## config.mk

```make
export PLATFORM = sky130hd
export DESIGN_NAME = scope_ctrl_top
export DESIGN_NICKNAME = d
export VERILOG_FILES = /design/src/design/scope_pkg.sv /design/src/design/acq_ctrl_if.sv /design/src/design/scope_ctrl_top.sv /design/src/design/trigger_engine.sv /design/src/design/cmd_decoder.sv /design/src/design/sample_conditioner.sv
export SDC_FILE = /design/constraint.sdc
export NUM_CORES = 1
export LEC_CHECK = 0
export BUFFER_PORTS_ARGS = -buffer_cell sky130_fd_sc_hd__buf_2
export CELL_PAD_IN_SITES_DETAIL_PLACEMENT = 1
export CELL_PAD_IN_SITES_GLOBAL_PLACEMENT = 2
export CORE_MARGIN = 2
export CORE_UTILIZATION = 25
export CTS_CLUSTER_DIAMETER = 100
export DETAILED_ROUTE_END_ITERATION = 12
export GPL_TIMING_DRIVEN = 0
export PLACE_DENSITY = 0.55
export RECOVER_POWER = 25
export REMOVE_ABC_BUFFERS = 1
export SYNTH_ARGS = -nofsm -noshare
export SYNTH_HDL_FRONTEND = slang
export SYNTH_SLANG_ARGS = --single-unit
```

## constraint.sdc

```tcl
create_clock -name clk -period 11.9 [get_ports clk]
set_input_delay 2.38 -clock clk [delete_from_list [all_inputs] [get_ports clk]]
set_output_delay 2.38 -clock clk [all_outputs]
set_load 0.01 [all_outputs]
```

## src/design/scope_pkg.sv

```systemverilog
// scope control package
// widths, command and trigger codes, state codes and the reply word layout
package scope_pkg;

	// ------------------------------
	// sample geometry
	localparam int SAMPLE_W       = 12;                       // bits per adc sample
	localparam int SAMPLES_PER_CH = 10;                       // samples per channel per clk
	localparam int NUM_CH         = 2;
	localparam int NUM_LANES      = NUM_CH * SAMPLES_PER_CH;  // 20 lanes in total

	localparam logic signed [SAMPLE_W-1:0] SAMPLE_MAX = 12'sh7ff; // +2047
	localparam logic signed [SAMPLE_W-1:0] SAMPLE_MIN = 12'sh800; // -2048, has no positive twin

	// ------------------------------
	// command stream
	localparam int CMD_BYTES = 8;                     // fixed length commands
	localparam int CMD_CNT_W = $clog2(CMD_BYTES);

	localparam logic [31:0] FW_VERSION = 32'd18;

	localparam logic [7:0] CMD_ACK      = 8'd0;       // acknowledge event
	localparam logic [7:0] CMD_ARM      = 8'd1;       // set trigger type, mode, length and arm
	localparam logic [7:0] CMD_INFO     = 8'd2;       // firmware version
	localparam logic [7:0] CMD_TRIG_SET = 8'd8;       // thresholds, tot, trigger channel

	localparam logic [7:0] TRIG_NOW  = 8'd0;
	localparam logic [7:0] TRIG_RISE = 8'd1;
	localparam logic [7:0] TRIG_FALL = 8'd2;
	localparam logic [7:0] TRIG_EXT  = 8'd3;

	// decoder fsm
	localparam logic [1:0] DEC_RX    = 2'd0;          // collecting bytes
	localparam logic [1:0] DEC_EXEC  = 2'd1;          // one cycle, runs the command
	localparam logic [1:0] DEC_REPLY = 2'd2;          // holding the reply beat

	// ------------------------------
	// acquisition states, codes kept from the board firmware
	typedef enum logic [7:0] {
		ACQ_READY     = 8'd0,
		ACQ_RISE_ARM  = 8'd1,
		ACQ_RISE_FIRE = 8'd2,
		ACQ_FALL_ARM  = 8'd3,
		ACQ_FALL_FIRE = 8'd4,
		ACQ_EXT_WAIT  = 8'd5,
		ACQ_POST      = 8'd250,
		ACQ_DONE      = 8'd251
	} acq_state_e;

	typedef struct packed {
		logic [7:0]  event_count;  // msb
		logic [15:0] sample_hit;
		logic [7:0]  acq_state;    // lsb
	} reply_status_t;

	// one 32-bit reply beat, either status or a plain number
	typedef union packed {
		reply_status_t status;
		logic [31:0]   raw;
	} reply_word_u;

endpackage
```

## src/design/acq_ctrl_if.sv

```systemverilog
// acquisition control bundle
// settings and strobes from the command decoder, status back from the trigger engine
`timescale 1ns/10ps

interface acq_ctrl_if;

	// written by the decoder
	logic [7:0]                              trig_type;
	logic                                    dual_mode;    // 1 = channel 1 not inverted
	logic [15:0]                             post_len;
	logic signed [scope_pkg::SAMPLE_W-1:0]   lower_thr;
	logic signed [scope_pkg::SAMPLE_W-1:0]   upper_thr;
	logic [7:0]                              tot_limit;
	logic                                    trig_chan;
	logic                                    arm_pulse;    // one clk
	logic                                    ack_pulse;    // one clk

	// written by the engine
	scope_pkg::acq_state_e                   acq_state;
	logic [7:0]                              event_count;
	logic [15:0]                             sample_hit;

	modport decoder (
		output trig_type, dual_mode, post_len, lower_thr, upper_thr, tot_limit, trig_chan,
		output arm_pulse, ack_pulse,
		input  acq_state, event_count, sample_hit
	);

	modport engine (
		input  trig_type, post_len, lower_thr, upper_thr, tot_limit, trig_chan,
		input  arm_pulse, ack_pulse,
		output acq_state, event_count, sample_hit
	);

	modport conditioner (input dual_mode);

endinterface

```

## src/design/scope_ctrl_top.sv

```systemverilog
// scope control core, top level
// command decoder and sample conditioner side by side, feeding the trigger engine
`timescale 1ns/10ps

module scope_ctrl_top (
	input  logic        clk,
	input  logic        rstn,
	// command bytes
	input  logic        i_rx_tvalid,
	input  logic [7:0]  i_rx_tdata,
	output logic        o_rx_tready,
	// replies
	output logic        o_tx_tvalid,
	output logic [31:0] o_tx_tdata,
	output logic [3:0]  o_tx_tkeep,
	output logic        o_tx_tlast,
	input  logic        i_tx_tready,
	// adc words, lane 0..9 ch0, lane 10..19 ch1
	input  logic [scope_pkg::NUM_LANES*scope_pkg::SAMPLE_W-1:0] i_raw_samples,
	input  logic        i_ext_trig,
	output logic        o_trig_out
);

	logic signed [scope_pkg::SAMPLE_W-1:0] cond_samples [scope_pkg::NUM_LANES];

	acq_ctrl_if u_ctrl ();

	sample_conditioner u_cond (
		.clk       (clk),
		.rstn      (rstn),
		.i_raw     (i_raw_samples),
		.ctrl      (u_ctrl.conditioner),
		.o_samples (cond_samples)
	);

	cmd_decoder u_dec (
		.clk         (clk),
		.rstn        (rstn),
		.i_rx_tvalid (i_rx_tvalid),
		.i_rx_tdata  (i_rx_tdata),
		.o_rx_tready (o_rx_tready),
		.o_tx_tvalid (o_tx_tvalid),
		.o_tx_tdata  (o_tx_tdata),
		.o_tx_tkeep  (o_tx_tkeep),
		.o_tx_tlast  (o_tx_tlast),
		.i_tx_tready (i_tx_tready),
		.ctrl        (u_ctrl.decoder)
	);

	trigger_engine u_trig (
		.clk        (clk),
		.rstn       (rstn),
		.i_samples  (cond_samples),
		.i_ext_trig (i_ext_trig),
		.o_trig_out (o_trig_out),
		.ctrl       (u_ctrl.engine)
	);

endmodule

```

## src/design/trigger_engine.sv

```systemverilog
// trigger engine
// one acquisition per arm: immediate, threshold with time over threshold, or external,
// then a post-trigger count and a wait for the host acknowledge
`timescale 1ns/10ps

module trigger_engine (
	input  logic                                  clk,
	input  logic                                  rstn,
	input  logic signed [scope_pkg::SAMPLE_W-1:0] i_samples [scope_pkg::NUM_LANES],
	input  logic                                  i_ext_trig,
	output logic                                  o_trig_out,
	acq_ctrl_if.engine                            ctrl
);

	scope_pkg::acq_state_e                 state;
	scope_pkg::acq_state_e                 arm_back;     // arm state of the current fire state
	logic signed [scope_pkg::SAMPLE_W-1:0] sel [scope_pkg::SAMPLES_PER_CH];
	logic [scope_pkg::SAMPLES_PER_CH-1:0]  below_lo;
	logic [scope_pkg::SAMPLES_PER_CH-1:0]  above_hi;
	logic [scope_pkg::SAMPLES_PER_CH-1:0]  qual;         // per sample, fire condition
	logic [7:0]                            fire_type;
	logic [7:0]                            tot_cnt;
	logic [15:0]                           post_cnt;
	logic [7:0]                            event_count;
	logic [15:0]                           sample_hit;
	logic                                  trig_out;

	// ------------------------------
	// compare the selected channel against both thresholds
	always_comb begin
		for (int i = 0; i < scope_pkg::SAMPLES_PER_CH; i++) begin
			sel[i]      = ctrl.trig_chan ? i_samples[scope_pkg::SAMPLES_PER_CH + i] : i_samples[i];
			below_lo[i] = sel[i] < ctrl.lower_thr;
			above_hi[i] = sel[i] > ctrl.upper_thr;
		end
	end

	// rising fires above the upper, falling below the lower
	assign qual      = (state == scope_pkg::ACQ_FALL_FIRE) ? below_lo : above_hi;
	assign fire_type = (state == scope_pkg::ACQ_FALL_FIRE) ? scope_pkg::TRIG_FALL
	                                                       : scope_pkg::TRIG_RISE;
	assign arm_back  = (state == scope_pkg::ACQ_FALL_FIRE) ? scope_pkg::ACQ_FALL_ARM
	                                                       : scope_pkg::ACQ_RISE_ARM;

	// ------------------------------
	// acquisition fsm
	always_ff @(posedge clk or negedge rstn) begin
		if (!rstn) begin
			state       <= scope_pkg::ACQ_READY;
			tot_cnt     <= '0;
			post_cnt    <= '0;
			event_count <= '0;
			sample_hit  <= '0;
			trig_out    <= 1'b0;
		end else begin
			trig_out <= 1'b0;                                  // single clk pulse
			case (state)
				scope_pkg::ACQ_READY: if (ctrl.arm_pulse) begin
					sample_hit <= '0;
					tot_cnt    <= '0;
					post_cnt   <= '0;
					case (ctrl.trig_type)
						scope_pkg::TRIG_NOW:  state <= scope_pkg::ACQ_POST;   // no pulse out
						scope_pkg::TRIG_RISE: state <= scope_pkg::ACQ_RISE_ARM;
						scope_pkg::TRIG_FALL: state <= scope_pkg::ACQ_FALL_ARM;
						scope_pkg::TRIG_EXT:  state <= scope_pkg::ACQ_EXT_WAIT;
						default:              state <= scope_pkg::ACQ_READY;  // unsupported type
					endcase
				end
				scope_pkg::ACQ_RISE_ARM: begin
					if (ctrl.trig_type != scope_pkg::TRIG_RISE) state <= scope_pkg::ACQ_READY;
					else if (|below_lo) state <= scope_pkg::ACQ_RISE_FIRE; // came from below
				end
				scope_pkg::ACQ_FALL_ARM: begin
					if (ctrl.trig_type != scope_pkg::TRIG_FALL) state <= scope_pkg::ACQ_READY;
					else if (|above_hi) state <= scope_pkg::ACQ_FALL_FIRE; // came from above
				end
				scope_pkg::ACQ_RISE_FIRE,
				scope_pkg::ACQ_FALL_FIRE: begin
					if (ctrl.trig_type != fire_type) begin
						state <= scope_pkg::ACQ_READY;             // retyped while armed
					end else if (|qual) begin
						if (tot_cnt < ctrl.tot_limit) begin
							tot_cnt <= tot_cnt + 8'd1;             // still counting tot
						end else begin
							sample_hit <= 16'(qual);
							trig_out   <= 1'b1;
							post_cnt   <= '0;
							state      <= scope_pkg::ACQ_POST;
						end
					end else begin
						tot_cnt <= '0;                             // dropped out, rearm
						state   <= arm_back;
					end
				end
				scope_pkg::ACQ_EXT_WAIT: begin
					if (ctrl.trig_type != scope_pkg::TRIG_EXT) begin
						state <= scope_pkg::ACQ_READY;
					end else if (i_ext_trig) begin
						trig_out <= 1'b1;
						post_cnt <= '0;
						state    <= scope_pkg::ACQ_POST;
					end
				end
				scope_pkg::ACQ_POST: begin
					// stays post_len clks, at least one
					if ({1'b0, post_cnt} + 17'd1 >= {1'b0, ctrl.post_len}) begin
						event_count <= event_count + 8'd1;
						state       <= scope_pkg::ACQ_DONE;
					end else begin
						post_cnt <= post_cnt + 16'd1;
					end
				end
				scope_pkg::ACQ_DONE: if (ctrl.ack_pulse) state <= scope_pkg::ACQ_READY;
				default: state <= scope_pkg::ACQ_READY;
			endcase
		end
	end

	assign ctrl.acq_state   = state;
	assign ctrl.event_count = event_count;
	assign ctrl.sample_hit  = sample_hit;
	assign o_trig_out       = trig_out;

	a_state_legal: assert property (@(posedge clk) disable iff (!rstn)
		state inside {scope_pkg::ACQ_READY, scope_pkg::ACQ_RISE_ARM, scope_pkg::ACQ_RISE_FIRE,
			scope_pkg::ACQ_FALL_ARM, scope_pkg::ACQ_FALL_FIRE, scope_pkg::ACQ_EXT_WAIT,
			scope_pkg::ACQ_POST, scope_pkg::ACQ_DONE});

	a_trig_single: assert property (@(posedge clk) disable iff (!rstn)
		o_trig_out |=> !o_trig_out);

endmodule

```

## src/design/cmd_decoder.sv

```systemverilog
// command decoder
// gathers 8-byte commands from the byte stream, runs them, keeps the trigger settings
// and sends back one 32-bit reply beat per answered command
`timescale 1ns/10ps

module cmd_decoder (
	input  logic        clk,
	input  logic        rstn,
	// byte stream in
	input  logic        i_rx_tvalid,
	input  logic [7:0]  i_rx_tdata,
	output logic        o_rx_tready,
	// reply stream out
	output logic        o_tx_tvalid,
	output logic [31:0] o_tx_tdata,
	output logic [3:0]  o_tx_tkeep,
	output logic        o_tx_tlast,
	input  logic        i_tx_tready,
	acq_ctrl_if.decoder ctrl
);

	logic [1:0]                       state;
	logic [scope_pkg::CMD_CNT_W-1:0]  rx_cnt;                      // byte index in command
	logic [7:0]                       rx_buf [scope_pkg::CMD_BYTES];
	logic                             rx_rdy;
	logic                             tx_vld;
	logic                             rx_fire;
	logic                             rx_last;
	logic                             known_cmd;
	logic [scope_pkg::SAMPLE_W-1:0]   thr_lo;
	logic [scope_pkg::SAMPLE_W-1:0]   thr_hi;
	scope_pkg::reply_word_u           status_w;
	scope_pkg::reply_word_u           tx_word;

	assign rx_fire = i_rx_tvalid & rx_rdy;
	assign rx_last = rx_fire && (rx_cnt == scope_pkg::CMD_CNT_W'(scope_pkg::CMD_BYTES - 1));

	assign known_cmd = rx_buf[0] inside {scope_pkg::CMD_ACK, scope_pkg::CMD_ARM,
		scope_pkg::CMD_INFO, scope_pkg::CMD_TRIG_SET};

	// level byte1, hysteresis byte2, mapped onto the 12-bit adc scale, wraps like the adc word
	assign thr_lo = ((12'(rx_buf[1]) - 12'(rx_buf[2]) - 12'd128) << 4) + 12'd8;
	assign thr_hi = ((12'(rx_buf[1]) + 12'(rx_buf[2]) - 12'd128) << 4) + 12'd8;

	always_comb begin
		status_w.status.event_count = ctrl.event_count;
		status_w.status.sample_hit  = ctrl.sample_hit;
		status_w.status.acq_state   = ctrl.acq_state;
	end

	// ------------------------------
	// command bytes and reply word
	always_ff @(posedge clk) begin
		if (rx_fire)
			rx_buf[rx_cnt] <= i_rx_tdata;
		if (state == scope_pkg::DEC_EXEC) begin
			case (rx_buf[0])
				scope_pkg::CMD_ACK,
				scope_pkg::CMD_ARM:      tx_word <= status_w;           // state snapshot
				scope_pkg::CMD_INFO:     tx_word.raw <= (rx_buf[1] == 8'd0) ?
				                                        scope_pkg::FW_VERSION : 32'd0;
				scope_pkg::CMD_TRIG_SET: tx_word.raw <= 32'(scope_pkg::CMD_TRIG_SET); // echo
				default:                 tx_word <= tx_word;            // no reply
			endcase
		end
	end

	// ------------------------------
	// fsm and settings
	always_ff @(posedge clk or negedge rstn) begin
		if (!rstn) begin
			state          <= scope_pkg::DEC_RX;
			rx_cnt         <= '0;
			rx_rdy         <= 1'b0;                 // comes up one clk after reset
			tx_vld         <= 1'b0;
			ctrl.arm_pulse <= 1'b0;
			ctrl.ack_pulse <= 1'b0;
			ctrl.trig_type <= '0;
			ctrl.dual_mode <= 1'b0;
			ctrl.post_len  <= '0;
			ctrl.lower_thr <= '0;
			ctrl.upper_thr <= '0;
			ctrl.tot_limit <= '0;
			ctrl.trig_chan <= 1'b0;
		end else begin
			ctrl.arm_pulse <= 1'b0;
			ctrl.ack_pulse <= 1'b0;
			case (state)
				scope_pkg::DEC_RX: begin
					rx_rdy <= !rx_last;
					if (rx_fire)
						rx_cnt <= rx_cnt + 1'b1;          // wraps to 0 after byte 7
					if (rx_last)
						state <= scope_pkg::DEC_EXEC;
				end
				scope_pkg::DEC_EXEC: begin
					case (rx_buf[0])
						scope_pkg::CMD_ACK: ctrl.ack_pulse <= 1'b1;
						scope_pkg::CMD_ARM: begin
							ctrl.trig_type <= rx_buf[1];
							ctrl.dual_mode <= rx_buf[2][0];
							ctrl.post_len  <= {rx_buf[5], rx_buf[4]};
							ctrl.arm_pulse <= 1'b1;
						end
						scope_pkg::CMD_TRIG_SET: begin
							ctrl.lower_thr <= $signed(thr_lo);
							ctrl.upper_thr <= $signed(thr_hi);
							ctrl.tot_limit <= rx_buf[5];
							ctrl.trig_chan <= rx_buf[6][0];
						end
						default: ;                            // info and unknown touch nothing
					endcase
					tx_vld <= known_cmd;
					rx_rdy <= !known_cmd;                     // unknown code, back to listening
					state  <= known_cmd ? scope_pkg::DEC_REPLY : scope_pkg::DEC_RX;
				end
				scope_pkg::DEC_REPLY: begin
					if (i_tx_tready) begin                    // beat taken
						tx_vld <= 1'b0;
						rx_rdy <= 1'b1;
						state  <= scope_pkg::DEC_RX;
					end
				end
				default: state <= scope_pkg::DEC_RX;
			endcase
		end
	end

	assign o_rx_tready = rx_rdy;
	assign o_tx_tvalid = tx_vld;
	assign o_tx_tdata  = tx_word.raw;
	assign o_tx_tkeep  = {4{tx_vld}};                // single full beat
	assign o_tx_tlast  = tx_vld;

	// reply beat holds until taken
	a_tx_hold: assert property (@(posedge clk) disable iff (!rstn)
		o_tx_tvalid && !i_tx_tready |=> o_tx_tvalid && $stable(o_tx_tdata));

endmodule

```

## src/design/sample_conditioner.sv

```systemverilog
// adc sample conditioner
// registers the raw words and inverts them with saturation, channel 1 stays upright in dual mode
`timescale 1ns/10ps

module sample_conditioner (
	input  logic                                   clk,
	input  logic                                   rstn,
	input  logic [scope_pkg::NUM_LANES-1:0][scope_pkg::SAMPLE_W-1:0] i_raw,
	acq_ctrl_if.conditioner                        ctrl,
	output logic signed [scope_pkg::SAMPLE_W-1:0]  o_samples [scope_pkg::NUM_LANES]
);

	// -2048 would wrap back onto itself, clamp to +2047
	function automatic logic signed [scope_pkg::SAMPLE_W-1:0] neg_sat(
		input logic signed [scope_pkg::SAMPLE_W-1:0] v
	);
		if (v == scope_pkg::SAMPLE_MIN) return scope_pkg::SAMPLE_MAX;
		return -v;
	endfunction

	always_ff @(posedge clk or negedge rstn) begin
		if (!rstn) begin
			o_samples <= '{default: '0};
		end else begin
			for (int i = 0; i < scope_pkg::NUM_LANES; i++) begin
				if (i < scope_pkg::SAMPLES_PER_CH || !ctrl.dual_mode) // ch0 always, ch1 single only
					o_samples[i] <= neg_sat($signed(i_raw[i]));
				else
					o_samples[i] <= $signed(i_raw[i]);             // dual mode, ch1 as is
			end
		end
	end

	// inverted lanes never show the unreachable minimum
	for (genvar g = 0; g < scope_pkg::NUM_LANES; g++) begin : g_sat_chk
		if (g < scope_pkg::SAMPLES_PER_CH) begin : g_ch0
			a_ch0_no_min: assert property (@(posedge clk) disable iff (!rstn)
				o_samples[g] != scope_pkg::SAMPLE_MIN);
		end else begin : g_ch1
			a_ch1_no_min: assert property (@(posedge clk) disable iff (!rstn)
				!$past(ctrl.dual_mode) |-> o_samples[g] != scope_pkg::SAMPLE_MIN);
		end
	end

endmodule

```

Word-level counts from Yosys, hierarchy flattened:

Memories as Yosys holds them, arrays and structs flattened. A register that Yosys moved wholly into a read port is not among the register bits.
Cells that the tools add are included.

* flip-flop bits (word level): 395
* RAM bits: 64
* input bits: 253
* output and inout bits: 40
* word-level logic and storage cells: 329
* memories kept: 1

* $add $sub $neg: 31
* $lt $le $gt $ge: 22
* equal/unequal tests: 56
* muxes and demuxes: 146
* bitwise operators: 1
* reduce and logical (&&, ||, !) cells: 33

Memory list
* u_dec.rx_buf: depth 8, width 8, read ports 6, clocked after memory_dff 2, write ports 1, RTL line cmd_decoder.sv:24 `logic [7:0] rx_buf [scope_pkg::CMD_BYTES];`

Operator list (count)
* two-way mux 12 bit: 60
* == test 12 bit, second input constant: 20
* negation 12 bit: 20
* two-way mux 16 bit: 10
* two-way mux 8 bit: 16
* greater-than comparator 12 bit: 10
* less-than comparator 12 bit: 10
* one-hot mux 32 bit (3 select lines): 1
* one-hot mux 16 bit (4 select lines): 1
* one-hot mux 8 bit (7 select lines): 1
* two-way mux 1 bit: 43
* == test 8 x 2 -> 1 bit, second input constant: 5
* logical NOT 8 bit: 4
* one-hot mux 16 bit (2 select lines): 1
* one-hot mux 8 bit (4 select lines): 1
* OR reduction 10 bit: 3
* adder 12 x 4 -> 12 bit, second input constant: 2
* == test 8 x 1 -> 1 bit, second input constant: 3
* adder 16 x 1 -> 17 bit, second input constant: 1
* greater-or-equal comparator 17 x 16 -> 1 bit: 1
* adder 16 x 1 -> 16 bit, second input constant: 1
* adder 8 x 1 -> 8 bit, second input constant: 2
* == test 8 x 3 -> 1 bit, second input constant: 2
* == test 8 bit, second input constant: 2
* other kinds (38): 69

Longest topological paths before layout:

Gate-level depths: netlist of run 1.

* word-level depth: 7
* gate-level depth with buffers: 19
* mapped depth without buffers: 18

Modules after synthesis:

From an unflattened synthesis of run 1, not the netlist that was laid out.

* cell total of the unflattened synthesis: 2724
* area total of the unflattened synthesis: 27343.7 um2

By module, submodules not included
* sample_conditioner: instances 1, cells each 1179, area each 11686.2 um2, sequential area each 6005.8 um2
* trigger_engine: instances 1, cells each 1160, area each 10000.8 um2, sequential area each 1176.1 um2
* cmd_decoder: instances 1, cells each 385, area each 5656.7 um2, sequential area each 3668.5 um2

Least setup slack after synthesis of run 1:

Ideal clock, no wire load.

* kind: register -> register
* start point: register u_dec.ctrl.trig_chan (read register of u_dec.rx_buf)
* end point: register u_trig.post_cnt[12]
* setup time: 0.110 ns
* arrival time: 4.271 ns
* data required time: 11.790 ns
* path slack: 7.519 ns
* cell stages (with the launch flop): 18
* buffers on the path: 5
* clock period less this slack: 4.381 ns
* cell sequence: dfrtp_1 buf_2 buf_2 clkbuf_1 clkbuf_1 mux2_2 ha_1 a211oi_2 o22ai_1 a21oi_2 mux2i_1 or4_4 or3b_4 and3b_1 o31ai_4 buf_8 o21ai_2 o41ai_1

* word-level cells in the longest chain between the ends: 6
* elaborated cells between the ends (all ways): 34
* those cells by class: order compare (20); eq/ne (1); mux (11); reduce/logical (2)

RTL lines
* start, declared: RTL line acq_ctrl_if.sv:24 `output trig_type, dual_mode, post_len, lower_thr, upper_thr, tot_limit, trig_chan,`
* two-way mux 12 bit: RTL line trigger_engine.sv:32 `sel[i] = ctrl.trig_chan ? i_samples[scope_pkg::SAMPLES_PER_CH + i] : i_samples[i];`
* greater-than comparator 12 bit / less-than comparator 12 bit (equally long branches): RTL line trigger_engine.sv:34, trigger_engine.sv:33
* two-way mux 10 bit *: RTL line trigger_engine.sv:39 `assign qual = (state == scope_pkg::ACQ_FALL_FIRE) ? below_lo : above_hi;`
* OR reduction 10 bit *: RTL line trigger_engine.sv:82 `end else if (|qual) begin`
* inequality test 2 x 1 -> 1 bit (no line) *
* AND reduction 8 bit (no line) *
* end signal, assigned: RTL line trigger_engine.sv:111 `post_cnt <= post_cnt + 16'd1;`
* end, declared: RTL line trigger_engine.sv:23 `logic [15:0] post_cnt;`

Every way passes the cells marked *; elsewhere a longest branch is shown, timed or not.
A chain may end at the register's enable or synchronous reset.

==> impl_metrics.csv, run 1 <==
group,metric,value,unit
critical_path,start_kind,"primary input",
sta,timing.fmax,0.160,GHz
global_route,grt_pass1_wl,123000,um
logic_synthesis,synth_flop_cell,"dfrtp_1",
finish,drive_gt1_frac,0.179,
floorplanning,rows,115,
route,drt_pass1_iterations,5,
logic_synthesis,synth_largest_area_cell,"dfrtp_1",
global_route,antenna_found_initial,5,
global_route,grt_use_total,0.154,
route,drc_errors,0,
placed_design,placed_cell_area,27900,um2
sta,final.setup.tns,0,ns
route,drt-initial-drc-count,657,
floorplanning,start_util,0.252,
logic_synthesis,synth.top_cell.area_share,0.348,
pwr,intPower,0.00292,W
cts,clock_sinks,411,
critical_path,cp_cell_sequence,"clkbuf_1",
cts,cts_hold_buf,0,
placed_design,port_buffers,286,
pwr,power.share.clock,0.391,
sta,fin_crit,6.24,ns
floorplanning,dieArea,102000,um2
finish,fin_area,29600,um2
logic_synthesis,syn_area,24900,um2
sta,maxSlewViolCount,59,
sta,worst_pin_slew,4.20,ns
pwr,switching_share,0.309,
finish,mostFrequentLayoutCells,"dfrtp_1, nand2_1, buf_2",
pwr,ir_drop,0.000110,V
pwr,powerDensity,143,nW/um2
sta,max_slew_margin,-1.80,
critical_path,max_stage_delay,2.89,ns
cts,clock_path_buffers,3,
flow_run,cap_violations,1,
critical_path,cp_num_buf_inv,1,
floorplanning,core-area,98600,um2
finish,final_core_util,0.300,
sta,setup_viol,0,
logic_synthesis,yosysUniqueCellTypes,80,
floorplanning,num_io_pins,293,
route,vias,19800,
logic_synthesis,synth_edf_count,65,
critical_path,startpoint,"rstn",
floorplanning,die-height,319,um
critical_path,arrival,5.35,ns
min_path,hold_path.class,"flop to flop",
logic_synthesis,synthTopCellsByArea,"dfrtp_1, ha_1, edfxtp_1",
sta,period_share,0.525,
cts,numCtsBuffers,52,
min_path,min-delay-start,"u_dec.rx_buf[4][1]",
run_status,status,"finished, violations left",
floorplanning,die_x,319,um
logic_synthesis,seq_area_frac_synth,0.426,
global_route,grt_overflow_total,0,
critical_path,r2r-start,"u_dec.ctrl.trig_chan",
cts,postCtsSetupBuffers,0,
pwr,pwr-share-seq,0.396,
finish,areaGrowthSynthToFinish,19.0,%
placed_design,dp_hpwl,60500,um
sta,rsz0062_at_grt,"false",
cts,clkLatencyLatePin,0.61,ns
logic_synthesis,synthArstFlopShare,0.842,
global_route,grt_max_degree,118,
cts,h-tree-depth,2,
pwr,p_leak,12.9,nW
critical_path,crit_type,"primary input to asynchronous set/reset pin",
pwr,combPwrFrac,0.212,
logic_synthesis,yosysWarnings,0,
finish,layout_commonest_cell,"dfrtp_1",
finish,num-nets-final,3319,
route,routed_wl,78800,um
critical_path,worstPathRequired,11.01,ns
route,vias_per_cell,4.75,
sta,hold_viol_final,0,
critical_path,cpLargestDelayFamily,"buffers and inverters",
sta,skew,0.0251,ns
pwr,p_sw,0.00131,W
route,ant_nets,0,
critical_path,end_kind,"asynchronous set/reset pin",
logic_synthesis,synthCells,2534,
global_route,grt_pass1_vias,21500,
cts,cts_root_buf,"clkbuf_16",
run_status,violations,"capacitance limit, slew limit",
placed_design,gp_congestion,0.760,
critical_path,slowest_stage,"clkbuf_1",
logic_synthesis,syn_avg_cell_area,9.82,um2
cts,ctsResizeCount,0,
route,routedWlPerCell,18.9,um
cts,cts_tree,"done",
logic_synthesis,synth-seq-cells,411,
critical_path,worst-path-max-fanout,61,
cts,clkTransAtPathRegs,0.06,ns
cell families (layout without fill, tap and decap cells):
logic type               after synthesis  in the layout  synth area share
AND/OR/NAND/NOR                      955            955             0.187
flip-flops                           411            411             0.426
buffers and inverters                193            524            0.0325
multiplexers                         167            167            0.0726
XOR/XNOR                             173            173            0.0609
adder cells (fa/ha/maj)              241            241             0.122
AO/OA/AOI/OAI                        393            393            0.0981
other                                  1             10          0.000151
registers in the layout, summed over array words and instances (netlist names), 8 cells and up:
name and cells:
u_dec.o_tx_tdata 24, u_dec.ctrl.upper_thr 9, u_cond.o_samples 240, u_trig.tot_cnt 8
u_dec.ctrl.post_len 16, u_trig.ctrl.event_count 8, u_dec.ctrl.trig_type 8, u_trig.ctrl.sample_hit 10
u_dec.ctrl.tot_limit 8, u_dec.rx_buf 41, u_trig.post_cnt 16
through the flow:
stage | hold slack (ns) | power [W] | cells | setup WS [ns]
after floorplan | 0.426 | 0.00224 | 2469 | 5.88
after global placement | 0.445 | 0.00258 | 4042 | 1.50
after detailed placement | 0.457 | 0.00262 | 4059 | 6.19
after CTS | 0.473 | 0.00432 | 4157 | 6.18
after global routing | 0.497 | 0.00450 | 4158 | 4.68
final | 0.466 | 0.00423 | 4161 | 5.66
power groups by stage:
stage,Clock (W),Sequential (W),Combinational (W)
final,0.00165,0.00168,0.000899
after global routing,0.00177,0.00170,0.00103
after CTS,0.00171,0.00168,0.000923
after detailed placement,0,0.00170,0.000916
after global placement,0,0.00171,0.000875
after floorplan,0,0.00167,0.000579
area by class of cell:
class,count,area (um2)
fillers,11300,69000
diodes,4,10.0
flip-flops and latches,411,10600
clock inverters,32,338
clock buffers,66,1470
repair buffers,303,1610
well taps,1287,1610
inverters,123,462
multi-input cells,1935,13500
synth_stat cells, types with 6 or more instances:
cell	number
dfrtp_1	346
nand2_1	313
ha_1	238
nor2_1	190
a21oi_1	130
inv_1	123
nor3_1	109
mux2_2	108
xnor2_1	107
o21ai_0	104
xor2_1	66
edfxtp_1	65
nand3_1	61
mux2i_1	59
clkbuf_1	48
nand2b_1	44
nor4_1	41
nor2b_1	37
nand4_1	36
or3_1	30
a21o_1	27
nand3b_1	22
o21a_1	15
o31ai_1	15
or4_1	14
a211oi_1	13
buf_4	13
nor3b_1	13
o41ai_1	12
nor4b_1	11
o22ai_1	11
and3_1	10
o21ai_2	9
a31oi_1	8
o211ai_1	8
a2111oi_0	6
o21bai_1	6
path summary, 6_finish.rpt:
| check | slack, ns | endpoint | cells past startpoint |
|---|---|---|---|
| max | 5.66 | u_dec.ctrl.trig_chan | 1 |
| min | 0.47 | u_dec.ctrl.post_len[1] | 2 |
| max reg2reg | 6.30 | u_trig.post_cnt[9] | 13 |
| min reg2reg | 0.47 | u_dec.ctrl.post_len[1] | 2 |
| max in group clk | 6.30 | u_trig.post_cnt[9] | 13 |
| min in group asynchronous | 3.26 | u_trig.ctrl.event_count[4] | 1 |
per-layer routing:
| metal | track usage | part of all wire | up-vias |
|---|---|---|---|
| li1 | - | - | 9585 |
| met1 | 0.196 | 0.45 | 9843 |
| met2 | 0.274 | 0.50 | 264 |
| met3 | 0.0246 | 0.037 | 78 |
| met4 | 0.0297 | 0.016 | 2 |
| met5 | 0 | 0.000089 | - |
No activity file was read; power rests on OpenSTA's default activity.
==> inputs of run 2 (changes only) <==
- ABC_AREA: default -> 1
- PLACE_DENSITY: 0.55 -> 0.62
- clock period: 11.9 -> 5.5 ns (I/O delays scaled with it)
==> run 2 against run 1 <==
- the run still ends with capacitance limit, slew limit left
- largest power group is now clock
- wire length rose by 6.3%
- hold slack got worse by 0.015 ns
- setup slack worse by 4.8 ns
- synthesized cell count is 34% higher
- sequential share of layout area is 1.7 points lower
- clock skew fell by 0.0092 ns
- combinational power rose to 2.7 times the previous value
- first-iteration DRC count is 40% higher
- sequential power increased by 110%
==> impl_metrics.csv, run 2 <==
group,metric,value,unit
finish,final_core_util,0.299,
finish,regMostFlops,"u_cond.o_samples",
floorplanning,dieArea,107000,um2
floorplanning,start_util,0.252,
pwr,combPwrFrac,0.249,
floorplanning,die-height,327,um
cts,cts_root_buf,"clkbuf_16",
finish,drive_gt1_frac,0.128,
logic_synthesis,synth_edf_count,65,
logic_synthesis,synthArstFlopShare,0.842,
logic_synthesis,synth.most_common_cell,"nand2_1",
pwr,powerDensity,311,nW/um2
critical_path,arrival,5.25,ns
finish,largest_register_ff_count,240,
pwr,p_leak,15.5,nW
global_route,grt_overflow_total,0,
critical_path,r2r_setup_slack,0.81,ns
logic_synthesis,synth_flop_cell,"dfrtp_1",
global_route,grt_pass1_wl,133000,um
sta,fin_crit,4.69,ns
logic_synthesis,syn_avg_cell_area,7.68,um2
cts,cts_hold_buf,0,
finish,num-nets-final,4177,
finish,areaGrowthSynthToFinish,18.8,%
global_route,grt_max_degree,116,
critical_path,crit_type,"flop to flop",
sta,period_share,0.852,
logic_synthesis,yosysUniqueCellTypes,55,
sta,hold_viol_final,0,
min_path,hold_path.class,"flop to flop",
critical_path,worstPathRequired,6.06,ns
finish,mostFrequentLayoutCells,"nand2_1, inv_1, nor2_1",
placed_design,gp_congestion,0.751,
cts,ctsResizeCount,0,
cts,numCtsBuffers,54,
route,drc_errors,0,
logic_synthesis,seq_area_frac_synth,0.406,
sta,setup_slack,0.815,ns
cts,cts_tree,"done",
route,routed_wl,83800,um
route,routedWlPerCell,16.4,um
sta,maxSlewViolCount,62,
route,ant_nets,0,
pwr,power.share.clock,0.380,
sta,max_slew_margin,-1.53,
global_route,grt_pass1_vias,23400,
finish,antenna_cells,0,
min_path,min_path_cells,2,
logic_synthesis,synth_largest_area_cell,"dfrtp_1",
cts,clock_sinks,411,
floorplanning,core-area,104000,um2
pwr,p_sw,0.00328,W
logic_synthesis,synthTopCellsByCount,"nand2_1, inv_1, nor2_1, dfrtp_1, ha_1",
critical_path,r2r-start,"u_dec.ctrl.trig_chan",
flow_run,cap_violations,1,
logic_synthesis,synth.top_cell.area_share,0.331,
sta,timing.fmax,0.213,GHz
finish,ff_latch_area,10600,um2
logic_synthesis,yosysWarnings,0,
logic_synthesis,syn_area,26100,um2
logic_synthesis,synthTopCellsByArea,"dfrtp_1, nand2_1, ha_1",
min_path,min-delay-start,"u_dec.rx_buf[4][0]",
floorplanning,rows,118,
critical_path,r2r_cells,22,
placed_design,dp_hpwl,64200,um
route,drt-initial-drc-count,922,
logic_synthesis,synth-seq-cells,411,
sta,skew,0.0158,ns
critical_path,end_kind,"flop",
finish,fillers,12700,
run_status,violations,"capacitance limit, slew limit",
finish,layout_commonest_cell,"nand2_1",
route,vias,22500,
sta,setup_viol,0,
critical_path,r2r-end,"u_trig.post_cnt[15]",
route,vias_per_cell,4.40,
pwr,switching_share,0.339,
critical_path,start_kind,"flop",
cts,clkTransAtPathRegs,0.06,ns
pwr,intPower,0.00638,W
sta,rsz0062_at_grt,"false",
run_status,status,"finished, violations left",
global_route,grt_use_total,0.158,
floorplanning,die_x,327,um
logic_synthesis,synthCells,3400,
pwr,pwr-share-seq,0.371,
placed_design,port_buffers,286,
cts,clkLatencyLatePin,0.63,ns
critical_path,worst-path-max-fanout,56,
floorplanning,num_io_pins,293,
route,drt_pass1_iterations,5,
pwr,ir_drop,0.000201,V
placed_design,dp_slack,0.620,ns
cts,postCtsSetupBuffers,0,
cts,clock_path_buffers,3,
min_path,hold_end,"u_dec.ctrl.post_len[0]",
cts,h-tree-depth,2,
sta,worst_pin_slew,3.79,ns
global_route,antenna_found_initial,8,
finish,multi_input_area,13500,um2
## run 2: worst max path at each step
stage | startpoint | to | slack, ns | cells after the start
after floorplan | u_dec.ctrl.trig_chan | u_trig.post_cnt[0] | -0.43 | 19
after global placement | u_dec.ctrl.trig_chan | u_trig.post_cnt[0] | -6.06 | 19
after detailed placement | u_dec.ctrl.trig_chan | u_trig.post_cnt[15] | 0.62 | 22
after CTS | u_dec.ctrl.trig_chan | u_trig.post_cnt[15] | 0.59 | 22
after global routing | u_dec.ctrl.trig_chan | u_trig.post_cnt[1] | 0.23 | 22
final | u_dec.ctrl.trig_chan | u_trig.post_cnt[15] | 0.81 | 22
## run 2: worst max-delay path, cell delays in order, from the launching register on
cell	delay (ns)
dfrtp_4	0.88
buf_16	0.30
inv_4	0.24
buf_16	0.27
nand2_1	0.10
nand2_1	0.11
ha_1	0.37
nand2_1	0.09
nor2_1	0.19
nand3_1	0.13
nand3_1	0.10
nand2_1	0.05
nand3_1	0.18
nand2_1	0.08
nand2_1	0.17
nand2_1	0.12
nor2_4	0.15
nand3_4	0.13
nand2_2	0.12
nand2_4	0.22
nand2_4	0.32
nand2_1	0.09
nand2_1	0.07
## run 2: through the flow
stage / setup TNS, ns / power [W] / instances / hold slack (ns) / cell area (um2)
floorplan: -13.11 / 0.00516 / 3333 / 0.418 / 25800
global placement: -1715.15 / 0.00607 / 4999 / 0.433 / 28900
detailed placement: 0 / 0.00612 / 5008 / 0.443 / 29200
CTS: 0 / 0.00989 / 5109 / 0.410 / 31100
global route: 0 / 0.0104 / 5109 / 0.481 / 31000
finish: 0 / 0.00966 / 5109 / 0.451 / 31000
## run 2: layer usage
metal,part of all wire,vias to the layer above,global-route usage
li1,-,11600,-
met1,0.49,10600,0.214
met2,0.47,271,0.268
met3,0.029,82,0.0205
met4,0.016,8,0.0316
met5,0.00059,-,0
## run 2: area by class of cell
type                    instances  share of cell area
clock inverters                33              0.0121
flip-flops and latches        411               0.342
inverters                     436              0.0529
multi-input cells            2486               0.437
clock buffers                  68              0.0479
repair buffers                295              0.0526
well taps                    1380              0.0556
## run 2: cells by family (layout without fill, tap and decap cells)
group,after synthesis,in the layout,synth area share
AOI/OAI and AO/OA,336,336,0.0710
xor gates and xnor gates,89,89,0.0298
adders and majority gates,240,240,0.116
buffers and inverters,508,832,0.0762
DFF,411,411,0.406
muxes,11,11,0.00421
other,1,6,0.000144
and+or+nand+nor,1804,1804,0.297
## run 2: power by group through the flow
stage	Combinational [W]	Sequential [W]	Clock, W
floorplan	0.00157	0.00359	0
global placement	0.00241	0.00366	0
detailed placement	0.00247	0.00365	0
CTS	0.00248	0.00359	0.00381
global route	0.00281	0.00363	0.00392
finish	0.00241	0.00358	0.00367
==> inputs of run 3 (changes only) <==
- ABC_AREA: 1 -> default
- CORE_UTILIZATION: 25 -> 34
- PLACE_DENSITY: 0.62 -> 0.75
==> run 3 against run 2 <==
- non-clock buffer count grew 3
- register-to-register slack lost 0.34 ns
- cell count shrank 25%
- clock skew grew 0.0067 ns
- sequential share of layout area grew 2.5 points
- combinational power shrank 20%
- largest cell class unchanged
- sequential power grew 1%
- core utilization grew 9.8 points
- global-route usage grew 3.3 points
- critical endpoint is now u_trig.post_cnt[5]
- cell area shrank 6.8%
- the run still ends with capacitance limit, slew limit left
==> impl_metrics.csv, run 3 (synthesis results as in run 1) <==
group,metric,value,unit
sta,skew,0.0225,ns
cts,cts_root_buf,"clkbuf_16",
finish,multi_input_area,13500,um2
finish,layout_commonest_cell,"dfrtp_1",
cts,cts_hold_buf,0,
finish,num-nets-final,3311,
floorplanning,die-height,275,um
route,drt-initial-drc-count,789,
min_path,hold_path.class,"flop to flop",
sta,maxSlewViolCount,351,
floorplanning,num_io_pins,293,
min_path,hold_end,"u_dec.ctrl.post_len[6]",
floorplanning,dieArea,75400,um2
route,routed_wl,71800,um
global_route,grt_max_degree,121,
route,ant_nets,0,
placed_design,dp.cells,3726,
finish,mostFrequentLayoutCells,"dfrtp_1, nand2_1, buf_2",
flow_run,cap_violations,3,
finish,fillers,8287,
pwr,ir_drop,0.000216,V
placed_design,dp_hpwl,54600,um
cts,clock_sinks,411,
critical_path,crit_type,"flop to flop",
critical_path,end_kind,"flop",
run_status,status,"finished, violations left",
pwr,powerDensity,302,nW/um2
global_route,grt_pass1_vias,21300,
floorplanning,core-area,72700,um2
critical_path,r2r-end,"u_trig.post_cnt[5]",
cts,numCtsBuffers,48,
sta,worst_pin_slew,2.68,ns
cts,cts_tree,"done",
finish,areaGrowthSynthToFinish,16.3,%
cts,clkTransAtPathRegs,0.06,ns
critical_path,arrival,5.51,ns
cts,clkLatencyLatePin,0.59,ns
global_route,grt_use_total,0.191,
cts,h-tree-depth,2,
sta,setup_viol,0,
floorplanning,rows,99,
sta,rsz0062_at_grt,"false",
finish,drive_gt1_frac,0.175,
finish,fin_cells,3816,
route,vias_per_cell,5.17,
route,routedWlPerCell,18.8,um
cts,clock_path_buffers,3,
placed_design,port_buffers,286,
sta,hold_viol_final,0,
sta,period_share,0.913,
finish,largest_register_ff_count,240,
floorplanning,die_x,275,um
critical_path,r2r_cells,13,
min_path,min-delay-start,"u_dec.rx_buf[4][6]",
min_path,min_path_cells,2,
run_status,violations,"capacitance limit, slew limit",
critical_path,cpMostUsedCell,"o21ai_0",
sta,fin_crit,5.02,ns
route,drt_pass1_iterations,5,
sta,final.setup.tns,0,ns
global_route,grt_pass1_wl,114000,um
placed_design,gp_congestion,0.817,
critical_path,start_kind,"flop",
finish,regMostFlops,"u_cond.o_samples",
global_route,antenna_found_initial,3,
pwr,finalPower,0.00872,W
critical_path,r2r-start,"u_dec.ctrl.trig_chan",
finish,ff_latch_area,10600,um2
global_route,grt_overflow_total,0,
critical_path,cp_cell_sequence,"buf_16 > mux2_2 > ha_1 > a21o_1 > a21oi_1 > or4bb_1 > o221a_2 > nor2_1 > nand4_1 > and3b_1 > o31ai_4 > o21ai_0 > o21ai_0",
critical_path,max_stage_delay,0.84,ns
critical_path,crit_cells,13,
sta,timing.fmax,0.199,GHz
floorplanning,start_util,0.342,
critical_path,cpLargestDelayFamily,"compound AO/OA/AOI/OAI gates",
sta,max_slew_margin,-0.786,
critical_path,r2r_setup_slack,0.48,ns
finish,final_core_util,0.398,
route,drc_errors,0,
sta,holdWs,0.462,ns
route,vias,19700,
critical_path,worstPathRequired,5.99,ns
critical_path,cp_num_buf_inv,1,
critical_path,slowest_stage,"dfrtp_4",
pwr,p_leak,12.8,nW
critical_path,worst-path-max-fanout,66,
[run 3: changes by cell type in the layout (fill, tap and decap cells not counted), sizes merged, moves of 40 or more]
cell	previous run	this run
nand3	201	62
mux2i	11	59
nor2	373	191
xnor2	18	107
or2	58	0
nand2b	0	44
o21ai	155	115
mux2	0	108
inv	436	126
nand2	954	313
[run 3: layout make-up]
class | count | share of cell area
multi-input combinational | 1936 | 0.468
sequential | 411 | 0.367
timing repair buffer | 298 | 0.0544
clock buffer | 65 | 0.0452
tap | 959 | 0.0415
inverter | 123 | 0.0160
clock inverter | 22 | 0.00826
antenna | 2 | 0.000173
[run 3: worst max-delay path by stage]
stage / slack [ns] / startpoint / end
2_1_floorplan: -0.52 / u_dec.ctrl.trig_chan / u_trig.post_cnt[9]
3_3_place_gp: -3.24 / rstn / u_cond.o_samples[34]
3_5_place_dp: -0.24 / u_dec.ctrl.trig_chan / u_trig.post_cnt[9]
4_1_cts: 0.07 / u_dec.ctrl.trig_chan / u_trig.post_cnt[5]
5_1_grt: 0.07 / u_dec.ctrl.trig_chan / u_trig.post_cnt[7]
6_report: 0.48 / u_dec.ctrl.trig_chan / u_trig.post_cnt[5]
[run 3: stage by stage]
| stage | cell area [um2] | worst slack [ns] |
|---|---|---|
| floorplan | 24500 | -0.520 |
| global placement | 27200 | -3.24 |
| detailed placement | 27400 | -0.239 |
| CTS | 29000 | 0.0722 |
| global route | 28900 | 0.0698 |
| finish | 28900 | 0.476 |
[run 3: repair_timing]
action | 4_1_cts | 5_1_grt
gates cloned | 0 | 1
resized for setup | 2 | 2
setup endpoints to repair | 16 | 27
pin swaps | 0 | 1
buffers inserted | 0 | 0
[run 3: power breakdown]
part           internal (W)  total [W]  switching, W  leakage [nW]
combinational      0.000807    0.00194       0.00113          7.22
clock               0.00186    0.00317       0.00131         0.748
sequential          0.00339    0.00362      0.000233          4.81
total               0.00605    0.00872       0.00267          12.8
[run 3: tightest hold or removal path, cell delays in order (launching register included)]
cell      delay, ns
edfxtp_1       0.32
nand2_1        0.05
o21ai_0        0.06
[run 3: routing by layer]
metal / part of all wire / global-route usage / up-vias
met5: 0 / 0 / -
met4: 0.021 / 0.0502 / 0
met3: 0.031 / 0.0246 / 77
met2: 0.50 / 0.339 / 256
met1: 0.45 / 0.243 / 9840
li1: - / - / 9544
